$ cat src/common/mem_pkg.sv
// Memory port package holding the read port widths and its request and response structs
`default_nettype none

package mem_pkg;

    ////////////////////////////////////////////////////////////
    // Port widths
    ////////////////////////////////////////////////////////////

    // Address and read data of the SRAM-style port
    localparam int unsigned MEM_ADDR_W = 32;
    localparam int unsigned MEM_DATA_W = 32;

    ////////////////////////////////////////////////////////////
    // Read port structs
    ////////////////////////////////////////////////////////////

    // Driven by the stage towards memory
    typedef struct packed {
        logic                  req;
        logic [MEM_ADDR_W-1:0] addr;
    } mem_req_t;

    // Driven by memory back into the stage
    // One valid per granted request, in grant order
    typedef struct packed {
        logic                  gnt;
        logic                  valid;
        logic [MEM_DATA_W-1:0] rdata;
    } mem_rsp_t;

endpackage

`default_nettype wire

$ cat src/common/mpt_pkg.sv
// Walker package with the transaction struct, the walk flag and the queue sizing
`default_nettype none

package mpt_pkg;

    // Address and data widths come from the memory port
    import mem_pkg::*;

    ////////////////////////////////////////////////////////////
    // Sizing
    ////////////////////////////////////////////////////////////

    localparam int unsigned TXN_ID_W       = 4;
    // Depth of each queue, also the admission limit of the stage
    localparam int unsigned TXN_FIFO_DEPTH = 4;
    // One queue counts 0 to TXN_FIFO_DEPTH
    localparam int unsigned TXN_USAGE_W    = 3;
    // Sum of both queue counts
    localparam int unsigned STAGE_USAGE_W  = 4;

    ////////////////////////////////////////////////////////////
    // Transaction
    ////////////////////////////////////////////////////////////

    // Tells whether the stage reads memory for this transaction
    typedef enum logic {
        MPT_WALK_SKIP = 1'b0,
        MPT_WALK_DO   = 1'b1
    } mpt_walk_e;

    // Walker transaction as seen by the read stage
    typedef struct packed {
        logic [TXN_ID_W-1:0]   id;
        mpt_walk_e             walking;
        logic [1:0]            access_type;
        logic                  access_error;
        // Supervisor physical address, used as read address
        logic [MEM_ADDR_W-1:0] spa;
        // Filled with the read data of a walk
        logic [MEM_DATA_W-1:0] rpa;
    } mpt_txn_t;

endpackage

`default_nettype wire

$ cat src/rtl/transaction_fifo.sv
// Transaction queue with registered head and usage count, for granted and completed entries
`default_nettype none
`timescale 1ns/100ps

module transaction_fifo import mpt_pkg::*; (
    input  logic                   clk_i,
    input  logic                   rst_ni,
    input  logic                   push_i,
    input  mpt_txn_t               data_i,
    input  logic                   pop_i,
    output mpt_txn_t               data_o,
    output logic                   empty_o,
    output logic                   full_o,
    output logic [TXN_USAGE_W-1:0] usage_o
);

    mpt_txn_t                          mem_q [TXN_FIFO_DEPTH];
    logic [$clog2(TXN_FIFO_DEPTH)-1:0] wr_ptr_q;
    logic [$clog2(TXN_FIFO_DEPTH)-1:0] rd_ptr_q;
    logic [TXN_USAGE_W-1:0]            usage_q;

    // Head always visible, no fall-through from data_i
    assign data_o  = mem_q[rd_ptr_q];
    assign usage_o = usage_q;
    assign empty_o = (usage_q == '0);
    assign full_o  = (usage_q == TXN_USAGE_W'(TXN_FIFO_DEPTH));

    always_ff @(posedge clk_i) begin
        if (!rst_ni) begin
            wr_ptr_q <= '0;
            rd_ptr_q <= '0;
            usage_q  <= '0;
        end else begin
            // Power of two depth, pointers wrap on their own
            if (push_i) begin
                wr_ptr_q <= wr_ptr_q + 1'b1;
            end
            if (pop_i) begin
                rd_ptr_q <= rd_ptr_q + 1'b1;
            end
            case ({push_i, pop_i})
                2'b10:   usage_q <= usage_q + 1'b1;
                2'b01:   usage_q <= usage_q - 1'b1;
                default: usage_q <= usage_q;
            endcase
        end
    end

    // Storage
    always_ff @(posedge clk_i) begin
        if (push_i) begin
            mem_q[wr_ptr_q] <= data_i;
        end
    end

    // Callers rely on admission rather than checking flags
    a_no_overflow: assert property (@(posedge clk_i) disable iff (!rst_ni)
        push_i |-> !full_o);
    a_no_underflow: assert property (@(posedge clk_i) disable iff (!rst_ni)
        pop_i |-> !empty_o);

endmodule

`default_nettype wire

$ cat src/rtl/req_register.sv
// Single-entry pipeline register decoupling the previous stage from grant control
`default_nettype none
`timescale 1ns/100ps

module req_register import mpt_pkg::*; (
    input  logic     clk_i,
    input  logic     rst_ni,
    input  logic     s_valid_i,
    input  mpt_txn_t s_txn_i,
    output logic     s_ready_o,
    output logic     m_valid_o,
    output mpt_txn_t m_txn_o,
    input  logic     m_ready_i
);

    logic     full_q;
    // Low during reset and the first cycle after it
    logic     active_q;
    mpt_txn_t txn_q;
    logic     load;
    logic     unload;

    assign m_valid_o = full_q;
    assign m_txn_o   = txn_q;

    // Room when empty, or when the held entry leaves this cycle
    assign s_ready_o = active_q & (~full_q | m_ready_i);
    assign load      = s_valid_i & s_ready_o;
    assign unload    = full_q & m_ready_i;

    always_ff @(posedge clk_i) begin
        if (!rst_ni) begin
            active_q <= 1'b0;
            full_q   <= 1'b0;
        end else begin
            active_q <= 1'b1;
            // A load wins over an unload in the same cycle
            if (load) begin
                full_q <= 1'b1;
            end else if (unload) begin
                full_q <= 1'b0;
            end
        end
    end

    // Payload only
    always_ff @(posedge clk_i) begin
        if (load) begin
            txn_q <= s_txn_i;
        end
    end

    // Grant control reads the spa over several cycles while waiting for gnt
    a_hold_stable: assert property (@(posedge clk_i) disable iff (!rst_ni)
        (m_valid_o && !m_ready_i) |=> $stable(m_txn_o));

endmodule

`default_nettype wire

$ cat src/rtl/grant_ctrl.sv
// Grant control admitting transactions and issuing the memory read request of a walk
`default_nettype none
`timescale 1ns/100ps

module grant_ctrl
    import mem_pkg::*;
    import mpt_pkg::*;
(
    input  logic                   clk_i,
    input  logic                   rst_ni,
    input  logic                   txn_valid_i,
    input  mpt_txn_t               txn_i,
    output logic                   txn_ready_o,
    input  logic [TXN_USAGE_W-1:0] gq_usage_i,
    input  logic [TXN_USAGE_W-1:0] cq_usage_i,
    output logic                   gq_push_o,
    output mem_req_t               mem_req_o,
    input  logic                   mem_gnt_i
);

    typedef enum logic {
        GNT_IDLE,
        GNT_WAIT
    } gnt_state_e;

    gnt_state_e               state_q;
    gnt_state_e               state_d;
    logic [STAGE_USAGE_W-1:0] stage_usage;
    logic                     admit;
    logic                     do_walk;

    // Both queues together must have room for the whole path of a transaction
    assign stage_usage = STAGE_USAGE_W'(gq_usage_i) + STAGE_USAGE_W'(cq_usage_i);
    assign admit       = stage_usage < STAGE_USAGE_W'(TXN_FIFO_DEPTH);
    assign do_walk     = (txn_i.walking == MPT_WALK_DO);

    ////////////////////////////////////////////////////////////
    // Request FSM
    ////////////////////////////////////////////////////////////

    always_comb begin
        state_d     = state_q;
        mem_req_o   = '0;
        gq_push_o   = 1'b0;
        txn_ready_o = 1'b0;
        case (state_q)
            GNT_IDLE: begin
                if (txn_valid_i && admit) begin
                    if (do_walk) begin
                        mem_req_o.req  = 1'b1;
                        mem_req_o.addr = txn_i.spa;
                        // gnt may already be high without a request
                        if (mem_gnt_i) begin
                            gq_push_o   = 1'b1;
                            txn_ready_o = 1'b1;
                        end else begin
                            state_d = GNT_WAIT;
                        end
                    end else begin
                        // No memory access, straight into the grant queue
                        gq_push_o   = 1'b1;
                        txn_ready_o = 1'b1;
                    end
                end
            end
            GNT_WAIT: begin
                // Usage can only drop here, so admission still holds
                mem_req_o.req  = 1'b1;
                mem_req_o.addr = txn_i.spa;
                if (mem_gnt_i) begin
                    gq_push_o   = 1'b1;
                    txn_ready_o = 1'b1;
                    state_d     = GNT_IDLE;
                end
            end
            default: begin
                state_d = GNT_IDLE;
            end
        endcase
    end

    always_ff @(posedge clk_i) begin
        if (!rst_ni) begin
            state_q <= GNT_IDLE;
        end else begin
            state_q <= state_d;
        end
    end

    // Request held with the same address until memory takes it
    a_req_held: assert property (@(posedge clk_i) disable iff (!rst_ni)
        (state_q == GNT_WAIT) |-> (mem_req_o.req && $stable(mem_req_o.addr)));

endmodule

`default_nettype wire

$ cat src/rtl/response_ctrl.sv
// Response control matching read data to granted transactions in order and driving the output port
`default_nettype none
`timescale 1ns/100ps

module response_ctrl
    import mem_pkg::*;
    import mpt_pkg::*;
(
    input  logic                  clk_i,
    input  logic                  rst_ni,
    // Grant queue head
    input  mpt_txn_t              gq_txn_i,
    input  logic                  gq_empty_i,
    output logic                  gq_pop_o,
    // Completion queue write side
    output logic                  cq_push_o,
    output mpt_txn_t              cq_txn_o,
    input  logic                  cq_full_i,
    // Completion queue head
    input  mpt_txn_t              cq_head_i,
    input  logic                  cq_empty_i,
    output logic                  cq_pop_o,
    // Memory response
    input  logic                  mem_valid_i,
    input  logic [MEM_DATA_W-1:0] mem_rdata_i,
    // Next stage
    output logic                  out_valid_o,
    input  logic                  out_ready_i,
    output mpt_txn_t              out_txn_o
);

    // Held responses, waiting for their walking entry to reach the head
    logic [MEM_DATA_W-1:0]             hold_mem_q [TXN_FIFO_DEPTH];
    logic [$clog2(TXN_FIFO_DEPTH)-1:0] hold_wr_q;
    logic [$clog2(TXN_FIFO_DEPTH)-1:0] hold_rd_q;
    logic [TXN_USAGE_W-1:0]            hold_cnt_q;

    logic                  hold_have;
    logic                  hold_push;
    logic                  hold_pop;
    logic                  head_walk;
    logic                  move;
    logic [MEM_DATA_W-1:0] rsp_data;

    ////////////////////////////////////////////////////////////
    // Completion of the grant queue head
    ////////////////////////////////////////////////////////////

    assign hold_have = (hold_cnt_q != '0);
    assign head_walk = (gq_txn_i.walking == MPT_WALK_DO);

    // A walk completes once its data exists, held or arriving now
    assign move = ~gq_empty_i & ~cq_full_i & (~head_walk | hold_have | mem_valid_i);

    // Oldest held data belongs to the head before any arriving word
    assign rsp_data = hold_have ? hold_mem_q[hold_rd_q] : mem_rdata_i;

    always_comb begin
        cq_txn_o = gq_txn_i;
        if (head_walk) begin
            cq_txn_o.rpa = rsp_data;
        end
    end

    assign gq_pop_o  = move;
    assign cq_push_o = move;

    // Arriving data is held unless the head consumes it directly
    assign hold_pop  = move & head_walk & hold_have;
    assign hold_push = mem_valid_i & ~(move & head_walk & ~hold_have);

    ////////////////////////////////////////////////////////////
    // Held-response queue
    ////////////////////////////////////////////////////////////

    always_ff @(posedge clk_i) begin
        if (!rst_ni) begin
            hold_wr_q  <= '0;
            hold_rd_q  <= '0;
            hold_cnt_q <= '0;
        end else begin
            if (hold_push) begin
                hold_wr_q <= hold_wr_q + 1'b1;
            end
            if (hold_pop) begin
                hold_rd_q <= hold_rd_q + 1'b1;
            end
            case ({hold_push, hold_pop})
                2'b10:   hold_cnt_q <= hold_cnt_q + 1'b1;
                2'b01:   hold_cnt_q <= hold_cnt_q - 1'b1;
                default: hold_cnt_q <= hold_cnt_q;
            endcase
        end
    end

    always_ff @(posedge clk_i) begin
        if (hold_push) begin
            hold_mem_q[hold_wr_q] <= mem_rdata_i;
        end
    end

    ////////////////////////////////////////////////////////////
    // Output port
    ////////////////////////////////////////////////////////////

    // Always served from the completion queue head
    assign out_valid_o = ~cq_empty_i;
    assign out_txn_o   = cq_head_i;
    assign cq_pop_o    = ~cq_empty_i & out_ready_i;

    // Admission bounds outstanding reads to the queue depth
    a_hold_room: assert property (@(posedge clk_i) disable iff (!rst_ni)
        mem_valid_i |-> (hold_cnt_q != TXN_USAGE_W'(TXN_FIFO_DEPTH)));

endmodule

`default_nettype wire

$ cat src/rtl/memory_read_stage.sv
// Memory read stage of the protection table walker, issuing one SRAM read per walking transaction
`default_nettype none
`timescale 1ns/100ps

module memory_read_stage
    import mem_pkg::*;
    import mpt_pkg::*;
(
    input  logic     clk_i,
    input  logic     rst_ni,
    // From the previous stage
    input  logic     in_valid_i,
    output logic     in_ready_o,
    input  mpt_txn_t in_txn_i,
    // To the next stage
    output logic     out_valid_o,
    input  logic     out_ready_i,
    output mpt_txn_t out_txn_o,
    // SRAM read port
    output mem_req_t mem_req_o,
    input  mem_rsp_t mem_rsp_i
);

    // Input register to grant control
    logic                   reg_valid;
    logic                   reg_ready;
    mpt_txn_t               reg_txn;

    // Grant queue
    logic                   gq_push;
    logic                   gq_pop;
    mpt_txn_t               gq_txn;
    logic                   gq_empty;
    logic [TXN_USAGE_W-1:0] gq_usage;

    // Completion queue
    logic                   cq_push;
    logic                   cq_pop;
    mpt_txn_t               cq_txn;
    mpt_txn_t               cq_head;
    logic                   cq_empty;
    logic                   cq_full;
    logic [TXN_USAGE_W-1:0] cq_usage;

    ////////////////////////////////////////////////////////////
    // Input side
    ////////////////////////////////////////////////////////////

    req_register u_req_reg (
        .clk_i     (clk_i),
        .rst_ni    (rst_ni),
        .s_valid_i (in_valid_i),
        .s_txn_i   (in_txn_i),
        .s_ready_o (in_ready_o),
        .m_valid_o (reg_valid),
        .m_txn_o   (reg_txn),
        .m_ready_i (reg_ready)
    );

    // Admission and request issue
    grant_ctrl u_grant_ctrl (
        .clk_i       (clk_i),
        .rst_ni      (rst_ni),
        .txn_valid_i (reg_valid),
        .txn_i       (reg_txn),
        .txn_ready_o (reg_ready),
        .gq_usage_i  (gq_usage),
        .cq_usage_i  (cq_usage),
        .gq_push_o   (gq_push),
        .mem_req_o   (mem_req_o),
        .mem_gnt_i   (mem_rsp_i.gnt)
    );

    ////////////////////////////////////////////////////////////
    // Queues and completion
    ////////////////////////////////////////////////////////////

    // Admission keeps this queue from filling, so full is left open
    transaction_fifo u_grant_fifo (
        .clk_i   (clk_i),
        .rst_ni  (rst_ni),
        .push_i  (gq_push),
        .data_i  (reg_txn),
        .pop_i   (gq_pop),
        .data_o  (gq_txn),
        .empty_o (gq_empty),
        .full_o  (),
        .usage_o (gq_usage)
    );

    transaction_fifo u_cpl_fifo (
        .clk_i   (clk_i),
        .rst_ni  (rst_ni),
        .push_i  (cq_push),
        .data_i  (cq_txn),
        .pop_i   (cq_pop),
        .data_o  (cq_head),
        .empty_o (cq_empty),
        .full_o  (cq_full),
        .usage_o (cq_usage)
    );

    response_ctrl u_rsp_ctrl (
        .clk_i       (clk_i),
        .rst_ni      (rst_ni),
        .gq_txn_i    (gq_txn),
        .gq_empty_i  (gq_empty),
        .gq_pop_o    (gq_pop),
        .cq_push_o   (cq_push),
        .cq_txn_o    (cq_txn),
        .cq_full_i   (cq_full),
        .cq_head_i   (cq_head),
        .cq_empty_i  (cq_empty),
        .cq_pop_o    (cq_pop),
        .mem_valid_i (mem_rsp_i.valid),
        .mem_rdata_i (mem_rsp_i.rdata),
        .out_valid_o (out_valid_o),
        .out_ready_i (out_ready_i),
        .out_txn_o   (out_txn_o)
    );

endmodule

`default_nettype wire

$ cat config.mk
export PLATFORM = sky130hd
export DESIGN_NAME = memory_read_stage
export DESIGN_NICKNAME = d
export VERILOG_FILES = /design/src/common/mem_pkg.sv /design/src/common/mpt_pkg.sv /design/src/rtl/transaction_fifo.sv /design/src/rtl/req_register.sv /design/src/rtl/grant_ctrl.sv /design/src/rtl/response_ctrl.sv /design/src/rtl/memory_read_stage.sv
export SDC_FILE = /design/constraint.sdc
export NUM_CORES = 1
export LEC_CHECK = 0
export CORE_MARGIN = 3
export CORE_UTILIZATION = 29
export DETAILED_ROUTE_END_ITERATION = 6
export DONT_BUFFER_PORTS = 1
export HOLD_SLACK_MARGIN = 0.1
export SLEW_MARGIN = 30
export SYNTH_ARGS = -nofsm -noshare
export SYNTH_HDL_FRONTEND = slang
export SYNTH_SLANG_ARGS = --single-unit
$ cat constraint.sdc
create_clock -name clk_i -period 11.8 [get_ports clk_i]
set_input_delay 1.18 -clock clk_i [delete_from_list [all_inputs] [get_ports clk_i]]
set_output_delay 1.18 -clock clk_i [all_outputs]
set_load 0.02 [all_outputs]
Word level (Yosys, flattened, before mapping)

Memory sizes are Yosys's and may differ from the RTL's. A register that Yosys moved wholly into a read port is not among the register bits.
Index checks and enable logic that the tools add are counted.

Register bits after elaboration: 96
RAM bits: 704
Input bits: 110
Output and inout port bits: 107
Memories kept: 3

Add/sub/neg operators: 13
Order comparisons: 1
Equality and inequality tests: 7
Mux-type cells: 31
Bitwise operators: 21
Reduce and logical (&&, ||, !) cells: 8

Memories:

| name                  | words | width | read ports | clocked after memory_dff | wr ports | RTL line               | RTL |
|---|---|---|---|---|---|---|---|
| u_cpl_fifo.mem_q      | 4     | 72    | 1          | 1                        | 1        | transaction_fifo.sv:17 | `mpt_txn_t mem_q [TXN_FIFO_DEPTH];` |
| u_grant_fifo.mem_q    | 4     | 72    | 1          | 1                        | 1        | transaction_fifo.sv:17 |  |
| u_rsp_ctrl.hold_mem_q | 4     | 32    | 1          | 1                        | 1        | response_ctrl.sv:33    | `logic [MEM_DATA_W-1:0] hold_mem_q [TXN_FIFO_DEPTH];` |

Operator list:

| operator                                                              | count |
|---|---|
| 33-bit two-way mux                                                    | 2 |
| 33-bit case mux with 2 select lines                                   | 1 |
| 32-bit two-way mux                                                    | 2 |
| 3-bit case mux with 2 select lines                                    | 3 |
| 1-bit two-way mux                                                     | 15 |
| 2-bit by 1-bit adder with 2-bit output, second input constant         | 6 |
| 2-bit two-way mux                                                     | 6 |
| 1-bit AND                                                             | 10 |
| 3-bit by 1-bit adder with 3-bit output, second input constant         | 3 |
| 3-bit by 1-bit subtractor with 3-bit output, second input constant    | 3 |
| 1-bit NOT                                                             | 8 |
| 2-bit nonzero test                                                    | 4 |
| 2-bit by 1-bit equality test with 1-bit output, second input constant | 3 |
| 2-bit equality test, second input constant                            | 3 |
| 3-bit zero test                                                       | 2 |
| 3-bit by 3-bit adder with 4-bit output                                | 1 |
| 4-bit by 3-bit < comparator with 1-bit output, second input constant  | 1 |
| 1-bit case mux with 2 select lines                                    | 2 |
| 3-bit equality test, second input constant                            | 1 |
| 1-bit OR                                                              | 3 |
| 3-bit nonzero test                                                    | 1 |
| 1-bit logical AND                                                     | 1 |

Logic depth before layout (Yosys ltp)

Gate-level depths: netlist of run 1.

Depth in word-level cells: 10
Mapped depth: 11

Hierarchy

A second synthesis of run 1 with hierarchy kept.

Cell total of the unflattened synthesis: 1391
Area total of the unflattened synthesis: 31086.1 um^2

By module, submodules not included:

| module           | times used | cells each | area each (um^2) | seq. area each (um^2) |
|---|---|---|---|---|
| transaction_fifo | 2          | 422        | 10918.0          | 8828.5 |
| response_ctrl    | 1          | 420        | 6617.6           | 4023.9 |
| req_register     | 1          | 79         | 2255.9           | 2202.1 |
| grant_ctrl       | 1          | 48         | 376.6            | 20.0 |

Worst setup path after synthesis of run 1

OpenSTA, ideal clock, no wires.

Kind: register to register
Start: reg u_cpl_fifo.usage_q[2] (netlist: u_cpl_fifo.usage_o[2])
End: reg u_req_reg.txn_q (netlist bit u_req_reg.m_txn_o[0]) (enable)
Arrival time: 5.097 ns
Path slack: 6.178 ns
Cell stages (with the launch flop): 6
Buffers on the path: 0
Path through: dfxtp_1 ha_1 or4b_1 o21bai_1 nand2_1 a21oi_1

Cells in the longest elaborated chain, start to end: 8

RTL lines:

| element                                       | RTL line               | RTL |
|---|---|---|
| start: declaration                            | transaction_fifo.sv:20 | `logic [TXN_USAGE_W-1:0] usage_q;` |
| start signal: assignment                      | transaction_fifo.sv:42 | `2'b10: usage_q <= usage_q + 1'b1;` |
| start signal: assignment                      | transaction_fifo.sv:43 | `2'b01: usage_q <= usage_q - 1'b1;` |
| start signal: assignment                      | transaction_fifo.sv:44 | `default: usage_q <= usage_q;` |
| 3-bit by 3-bit adder with 4-bit output        | grant_ctrl.sv:33       | `assign stage_usage = STAGE_USAGE_W'(gq_usage_i) + STAGE_USAGE_W'(cq_usage_i);` |
| 4-bit by 3-bit < comparator with 1-bit output | grant_ctrl.sv:34       | `assign admit = stage_usage < STAGE_USAGE_W'(TXN_FIFO_DEPTH);` |
| 1-bit logical AND                             | grant_ctrl.sv:48       | `if (txn_valid_i && admit) begin` |
| 1-bit two-way mux                             | grant_ctrl.sv:48       |  |
| 1-bit case mux with 2 select lines            | grant_ctrl.sv:46       | `case (state_q)` |
| 1-bit OR                                      | req_register.sv:27     | `assign s_ready_o = active_q & (~full_q \| m_ready_i);` |
| 1-bit AND                                     | req_register.sv:27     |  |
| 1-bit AND                                     | req_register.sv:28     | `assign load = s_valid_i & s_ready_o;` |
| named net u_req_reg.load                      | req_register.sv:20     | `logic load;` |
| end signal: assignment                        | req_register.sv:49     | `txn_q <= s_txn_i;` |
| end: declaration                              | req_register.sv:19     | `mpt_txn_t txn_q;` |

The timed path passes the listed nets, and every way through them passes these cells.
A chain may end at the register's enable or synchronous reset.

==> results of run 1 <==
==> flip-flops by register name, indices dropped and copies added, names as in the netlist, named ones only <==
signal and flops:
u_cpl_fifo.mem_q 288, u_cpl_fifo.rd_ptr_q 2, u_cpl_fifo.usage_o 3, u_cpl_fifo.wr_ptr_q 2, u_grant_ctrl.state_q 1, u_grant_fifo.mem_q 288, u_grant_fifo.rd_ptr_q 2, u_grant_fifo.usage_o 3
u_grant_fifo.wr_ptr_q 2, u_req_reg.active_q 1, u_req_reg.m_txn_o 72, u_req_reg.m_valid_o 1, u_rsp_ctrl.hold_cnt_q 3, u_rsp_ctrl.hold_mem_q 128, u_rsp_ctrl.hold_rd_q 2, u_rsp_ctrl.hold_wr_q 2
==> logic make-up after synthesis <==
logic type	count (synthesis)
DFF	806
and+or+nand+nor	123
muxes	208
xor gates and xnor gates	12
buffers and inverters	79
adders and majority gates	20
AOI/OAI and AO/OA	61
==> final cells by class <==
class,count,area [sq um]
clock buffer,101,2210
multi-input combinational,424,5720
clock inverter,49,443
antenna,8,20.0
inverter,22,82.6
tap,1368,1710
sequential,806,23900
fill,9474,67700
timing repair buffer,21,195
==> cells in the mapped netlist (3+ instances only) <==
| cell | count | share of area [%] |
|---|---|---|
| inv_1 | 19 | 0.24 |
| or3_1 | 6 | 0.13 |
| xnor2_1 | 4 | 0.12 |
| o21ai_0 | 5 | 0.084 |
| clkbuf_1 | 33 | 0.41 |
| xor2_1 | 8 | 0.23 |
| nor2_1 | 52 | 0.65 |
| fa_1 | 3 | 0.20 |
| buf_2 | 20 | 0.33 |
| edfxtp_1 | 776 | 78 |
| and3_1 | 5 | 0.10 |
| nand2_1 | 4 | 0.050 |
| and2_1 | 9 | 0.19 |
| nand3_1 | 4 | 0.067 |
| buf_1 | 3 | 0.038 |
| ha_1 | 17 | 0.71 |
| mux2i_1 | 32 | 1.1 |
| nor2b_1 | 32 | 0.67 |
| nor3_1 | 3 | 0.050 |
| a21oi_1 | 45 | 0.75 |
| dfxtp_1 | 30 | 2.0 |
| mux4_2 | 176 | 13 |
==> per-layer routing <==
metal	track usage (%)	vias up
met5	0	-
met4	3.37	10
met3	4.50	103
met2	20.4	326
met1	15.2	6779
li1	-	5518
==> worst max-delay path: stages, from the launching register on <==
cell      delay [ns]
dfxtp_4         0.91
mux4_2          0.59
buf_4           0.41
a311oi_4        0.75
and2_4          0.47
buf_4           0.75
==> power by group through the flow <==
stage / combinational [mW] / clock, mW / sequential (mW)
finish: 1.79 / 2.53 / 3.83
global route: 1.92 / 2.73 / 3.88
CTS: 1.83 / 2.61 / 3.85
detailed placement: 1.83 / 0 / 3.90
global placement: 1.80 / 0 / 3.88
floorplan: 1.35 / 0 / 3.80
==> worst paths after layout <==
path                         start                         to  slack (ns)
max reg2reg                   flop    u_cpl_fifo.mem_q[3][23]        7.43
min reg2reg  u_req_reg.m_txn_o[20]  u_grant_fifo.mem_q[0][20]        0.48
min          u_req_reg.m_txn_o[20]  u_grant_fifo.mem_q[0][20]        0.48
max                           flop    u_cpl_fifo.mem_q[3][23]        7.43
==> metrics by stage <==
stage          area, sq um  power, mW  util, %
5_1_grt              34300       8.52     33.6
6_report             34300       8.15     33.6
3_3_place_gp         31600       5.67     30.9
2_1_floorplan        29900       5.15        -
3_5_place_dp         31600       5.73     30.9
4_1_cts              34200       8.29     33.5
==> results.yml, run 1 <==
power:
  p_per_area_nw_per_um2: 238
  power_leakage_nw: 10.4
  swShare_pct: 29.4
  combinationalPowerShare_pct: 21.9
  ir_drop_mv: 0.113
  intPower_mw: 5.75
  seq_power_share_pct: 47.0
  p_switching_mw: 2.40
  p_clk_share_pct: 31.0
finish:
  final_cell_mix: "edfxtp_1 (776), mux4_2 (176), clkbuf_16 (85)"
  fin_cells: 2799
  final_nets: 1489
  area_growth_pct: 14.7
  drive_above_1_share_pct: 24.0
  final_common_cell: "edfxtp_1"
clock_tree:
  root_buffer: "clkbuf_16"
  hold_buffers: 0
  cts_buffers: 84
  cts_tree: "yes"
  clock_latency_ns: 0.62
  cts_resized: 0
  clockBufferDepth: 3
  h-tree-depth: 3
  clock-sinks: 806
  clkTransAtPathRegs_ns: 0.06
  post_cts_buffers: 0
synthesis:
  ys.warnings.count: 0
  synth_simple_gate_area_share_pct: 2.11
  ys_seq_area_share_pct: 80.0
  mappedNetlistNets: 1439
  synthCells: 1309
  synth_top_family_by_area: "multiplexers"
  synth_cell_types: 41
  synth_top_flop_cell: "edfxtp_1"
  synth.avg_cell_area_sq_um: 22.8
  synthMuxAreaShare_pct: 14.3
  syn-cell-area_sq_um: 29900
  synthXorXnorAreaFrac_pct: 0.352
  synth_fa_ha_area_share_pct: 0.913
  ys_ff_latch: 806
  synth_edf_count: 776
  async_reset_ff_share_pct: 0
  synth-compound-area-share_pct: 1.22
sta:
  finalWorstSetupSlack_ns: 7.43
  setup_viol: 0
  setup_tns_ns: 0
  slew_headroom_pct: 34.6
  finalCritPeriodShare_pct: 37.1
  tightestPinTransition_ns: 0.980
  holdWs_ns: 0.483
  rsz0062_at_grt: "no"
  period_needed_ns: 4.37
  drv_slew: 0
  fmax_ghz: 0.229
  fin_skew_ns: 0.0209
  hold_viol_final: 0
route:
  drcViolationCount: 0
  wl_met2_microns: 33100
  vias: 12700
  drt-initial-drc-count: 920
  ant_nets: 0
  detail_route.wl_per_cell_microns: 23.7
  firstDrtPassIters: 5
  wl_met3_microns: 5150
  wirelength_microns: 66400
  top_layer_used: "met5"
  wl_met1_microns: 26700
  vias_per_cell: 4.55
worst_setup_path:
  cp_max_fo: 72
  end_kind: "flop"
  critical_path_required_ns: 12.04
  start_kind: "flop"
  rr_worst_depth: 5
  crit_type: "reg2reg"
  critPathArrivalTime_ns: 4.62
floorplanning:
  io_pins: 217
  dieArea_sq_um: 107000
  die_width_microns: 327
  core_area_sq_um: 102000
  fp-row-count: 117
  initial_utilization_pct: 29.3
  die_y_microns: 327
placed_design:
  gp_congestion: 0.711
  io_buffer_count: 0
  dp.cells: 2638
  pre_cts_ws_ns: 7.30
  dp_hpwl_microns: 41900
flow_run:
  maxCapViolations: 0
grt:
  grt_use_total_pct: 12.3
  grt_max_degree: 73
  antenna_found_initial: 20
  grt_pass1_vias: 13500
  overflow: 0
  grt_pass1_wl_microns: 96300
worst_hold_path:
  hold_depth: 0
  hp-class: "reg2reg"
status:
  outcome: "finished clean"
Power figures use the tool's default switching activity.
==> run 2: changes to the inputs <==
==> constraint.sdc (replaced) <==
create_clock -name clk_i -period 4 [get_ports clk_i]
set_input_delay 0.4 -clock clk_i [delete_from_list [all_inputs] [get_ports clk_i]]
set_output_delay 0.4 -clock clk_i [all_outputs]
set_load 0.02 [all_outputs]
==> run 2 against run 1 <==
  * Sequential share of layout area is 2.8 points lower
  * Flip-flop and latch count unchanged
  * Largest power group unchanged
  * Highest routed layer unchanged
  * Power increased to 3.0 times the previous value
  * Sequential power grew to 2.9 times the previous value
  * Largest cell class unchanged
  * Worst setup slack worse by 6.8 ns
  * Final area increased by 4.2%
  * Core utilization rose by 1.4 points
  * Via count increased by 4.0%
  * Clock-buffer cell count down 3
==> results.yml, run 2 (synthesis results as in run 1) <==
finish:
  final_cell_mix: "edfxtp_1 (776), mux4_2 (175), dlygate4sd3_1 (107)"
  register_area_sq_um: 23900
  final_common_cell: "edfxtp_1"
  multiInputGateArea_sq_um: 5720
  fillCellCount: 9355
  top_regs: "u_cpl_fifo.mem_q: 288 flops, u_grant_fifo.mem_q: 288 flops, u_rsp_ctrl.hold_mem_q: 128 flops"
  drive_above_1_share_pct: 23.5
  final_util_pct: 35.0
  area_growth_pct: 19.5
  final_nets: 1607
route:
  drcViolationCount: 0
  firstDrtPassIters: 4
  vias_per_cell: 4.53
  drt-initial-drc-count: 897
  ant_nets: 0
  wirelength_microns: 66800
  vias: 13200
  detail_route.wl_per_cell_microns: 22.8
sta:
  setup_tns_ns: 0
  fin_skew_ns: 0.0159
  tightestPinTransition_ns: 0.936
  finalWorstSetupSlack_ns: 0.586
  slew_headroom_pct: 37.6
  hold_viol_final: 0
  finalCritPeriodShare_pct: 85.4
  drv_slew: 0
  period_needed_ns: 3.41
  fmax_ghz: 0.293
  setup_viol: 0
  rsz0062_at_grt: "no"
worst_setup_path:
  critical_path_required_ns: 3.60
  critPathArrivalTime_ns: 3.01
  endpoint: "mem_req_o[16]"
  rr_worst_depth: 10
  r2r-end: "u_rsp_ctrl.hold_cnt_q[2]"
  cp_max_fo: 34
  start_kind: "flop"
  end_kind: "output port"
  crit_start: "u_cpl_fifo.usage_o[2]"
  crit_type: "reg2out"
  r2r_slack_ns: 0.77
clock_tree:
  clock_latency_ns: 0.62
  cts_resized: 0
  h-tree-depth: 3
  clock-sinks: 806
  root_buffer: "clkbuf_16"
  clockBufferDepth: 3
  clkTransAtPathRegs_ns: 0.06
  cts_tree: "yes"
  cts_buffers: 85
  post_cts_buffers: 0
grt:
  grt_pass1_wl_microns: 98400
  grt_pass1_vias: 14000
  overflow: 0
  grt_max_degree: 73
  grt_use_total_pct: 12.5
  antenna_found_initial: 14
placed_design:
  dp_hpwl_microns: 40900
  gp_congestion: 0.698
  pre_cts_ws_ns: 0.754
  io_buffer_count: 0
status:
  outcome: "finished clean"
floorplanning:
  fp-row-count: 117
  initial_utilization_pct: 29.3
  core_area_sq_um: 102000
  die_width_microns: 327
  dieArea_sq_um: 107000
  die_y_microns: 327
  io_pins: 217
power:
  power_leakage_nw: 11.0
  ir_drop_mv: 0.390
  p_per_area_nw_per_um2: 687
worst_hold_path:
  hp-class: "in2reg"
flow_run:
  maxCapViolations: 0
==> run 2: changes by cell type in the layout (fill, tap and decap cells not counted), moves of 3 or more <==
cell and delta:
clkinvlp_4 +5, dlygate4sd3_1 +107, bufinv_16 +4, clkinv_4 -3, buf_12 +7, clkbuf_1 -3, inv_6 +4, clkinv_2 +3
==> run 2: how the worst min path moves through the flow <==
stage / to / cells after the start / slack [ns] / from
CTS: flop / 3 / 0.12 / out_ready_i
global route: u_cpl_fifo.rd_ptr_q[0] / 3 / 0.18 / out_ready_i
finish: flop / 3 / 0.17 / out_ready_i
detailed placement: u_req_reg.active_q / 0 / 0.43 / rst_ni
global placement: u_req_reg.active_q / 0 / 0.43 / rst_ni
floorplan: u_req_reg.active_q / 0 / 0.43 / rst_ni
==> run 2: power breakdown <==
part	switching [mW]	internal, mW	total, mW
Combinational	3.48	1.98	5.45
Sequential	0.422	10.8	11.2
Clock	3.26	4.61	7.87
==> run 2: per-layer routing <==
| metal | global-route usage (%) | up-vias | part of all wire, % | routed length, microns |
|---|---|---|---|---|
| met3 | 3.87 | 92 | 6.7 | 4500 |
| met2 | 20.6 | 313 | 49 | 33100 |
| met5 | 0 | - | 0.093 | 62 |
| li1 | - | 5768 | - | - |
| met1 | 15.8 | 7063 | 41 | 27600 |
| met4 | 3.85 | 10 | 2.4 | 1590 |
==> run 2: layout make-up <==
type / count / share of cell area [%]
multi-input combinational: 424 / 16.0
antenna: 6 / 0.0420
sequential: 806 / 67.0
timing repair buffer: 138 / 4.01
inverter: 22 / 0.231
clock buffer: 98 / 6.21
clock inverter: 62 / 1.74
tap: 1368 / 4.79
==> run 2: repair_timing <==
action	CTS	global route
endpoints found under the setup margin	0	0
hold buffers	107	0
hold endpoints to repair	207	0
==> run 2: critical path, cell delays in order, from the launching register on <==
cell and delay [ns]:
dfxtp_1 0.43, ha_1 0.27, or4b_1 0.55, nor2_1 0.22, a21oi_4 0.07, buf_4 0.26
nor2b_1 0.51
==> run 2: through the flow <==
stage / hold slack, ns / total power, mW / cells / instance area, sq um
6_report: 0.174 / 24.6 / 2924 / 35700
5_1_grt: 0.175 / 25.7 / 2918 / 35700
4_1_cts: 0.116 / 25.0 / 2918 / 35700
3_5_place_dp: 0.428 / 17.0 / 2651 / 31800
3_3_place_gp: 0.428 / 16.8 / 2651 / 31800
2_1_floorplan: 0.428 / 15.2 / 1309 / 29900
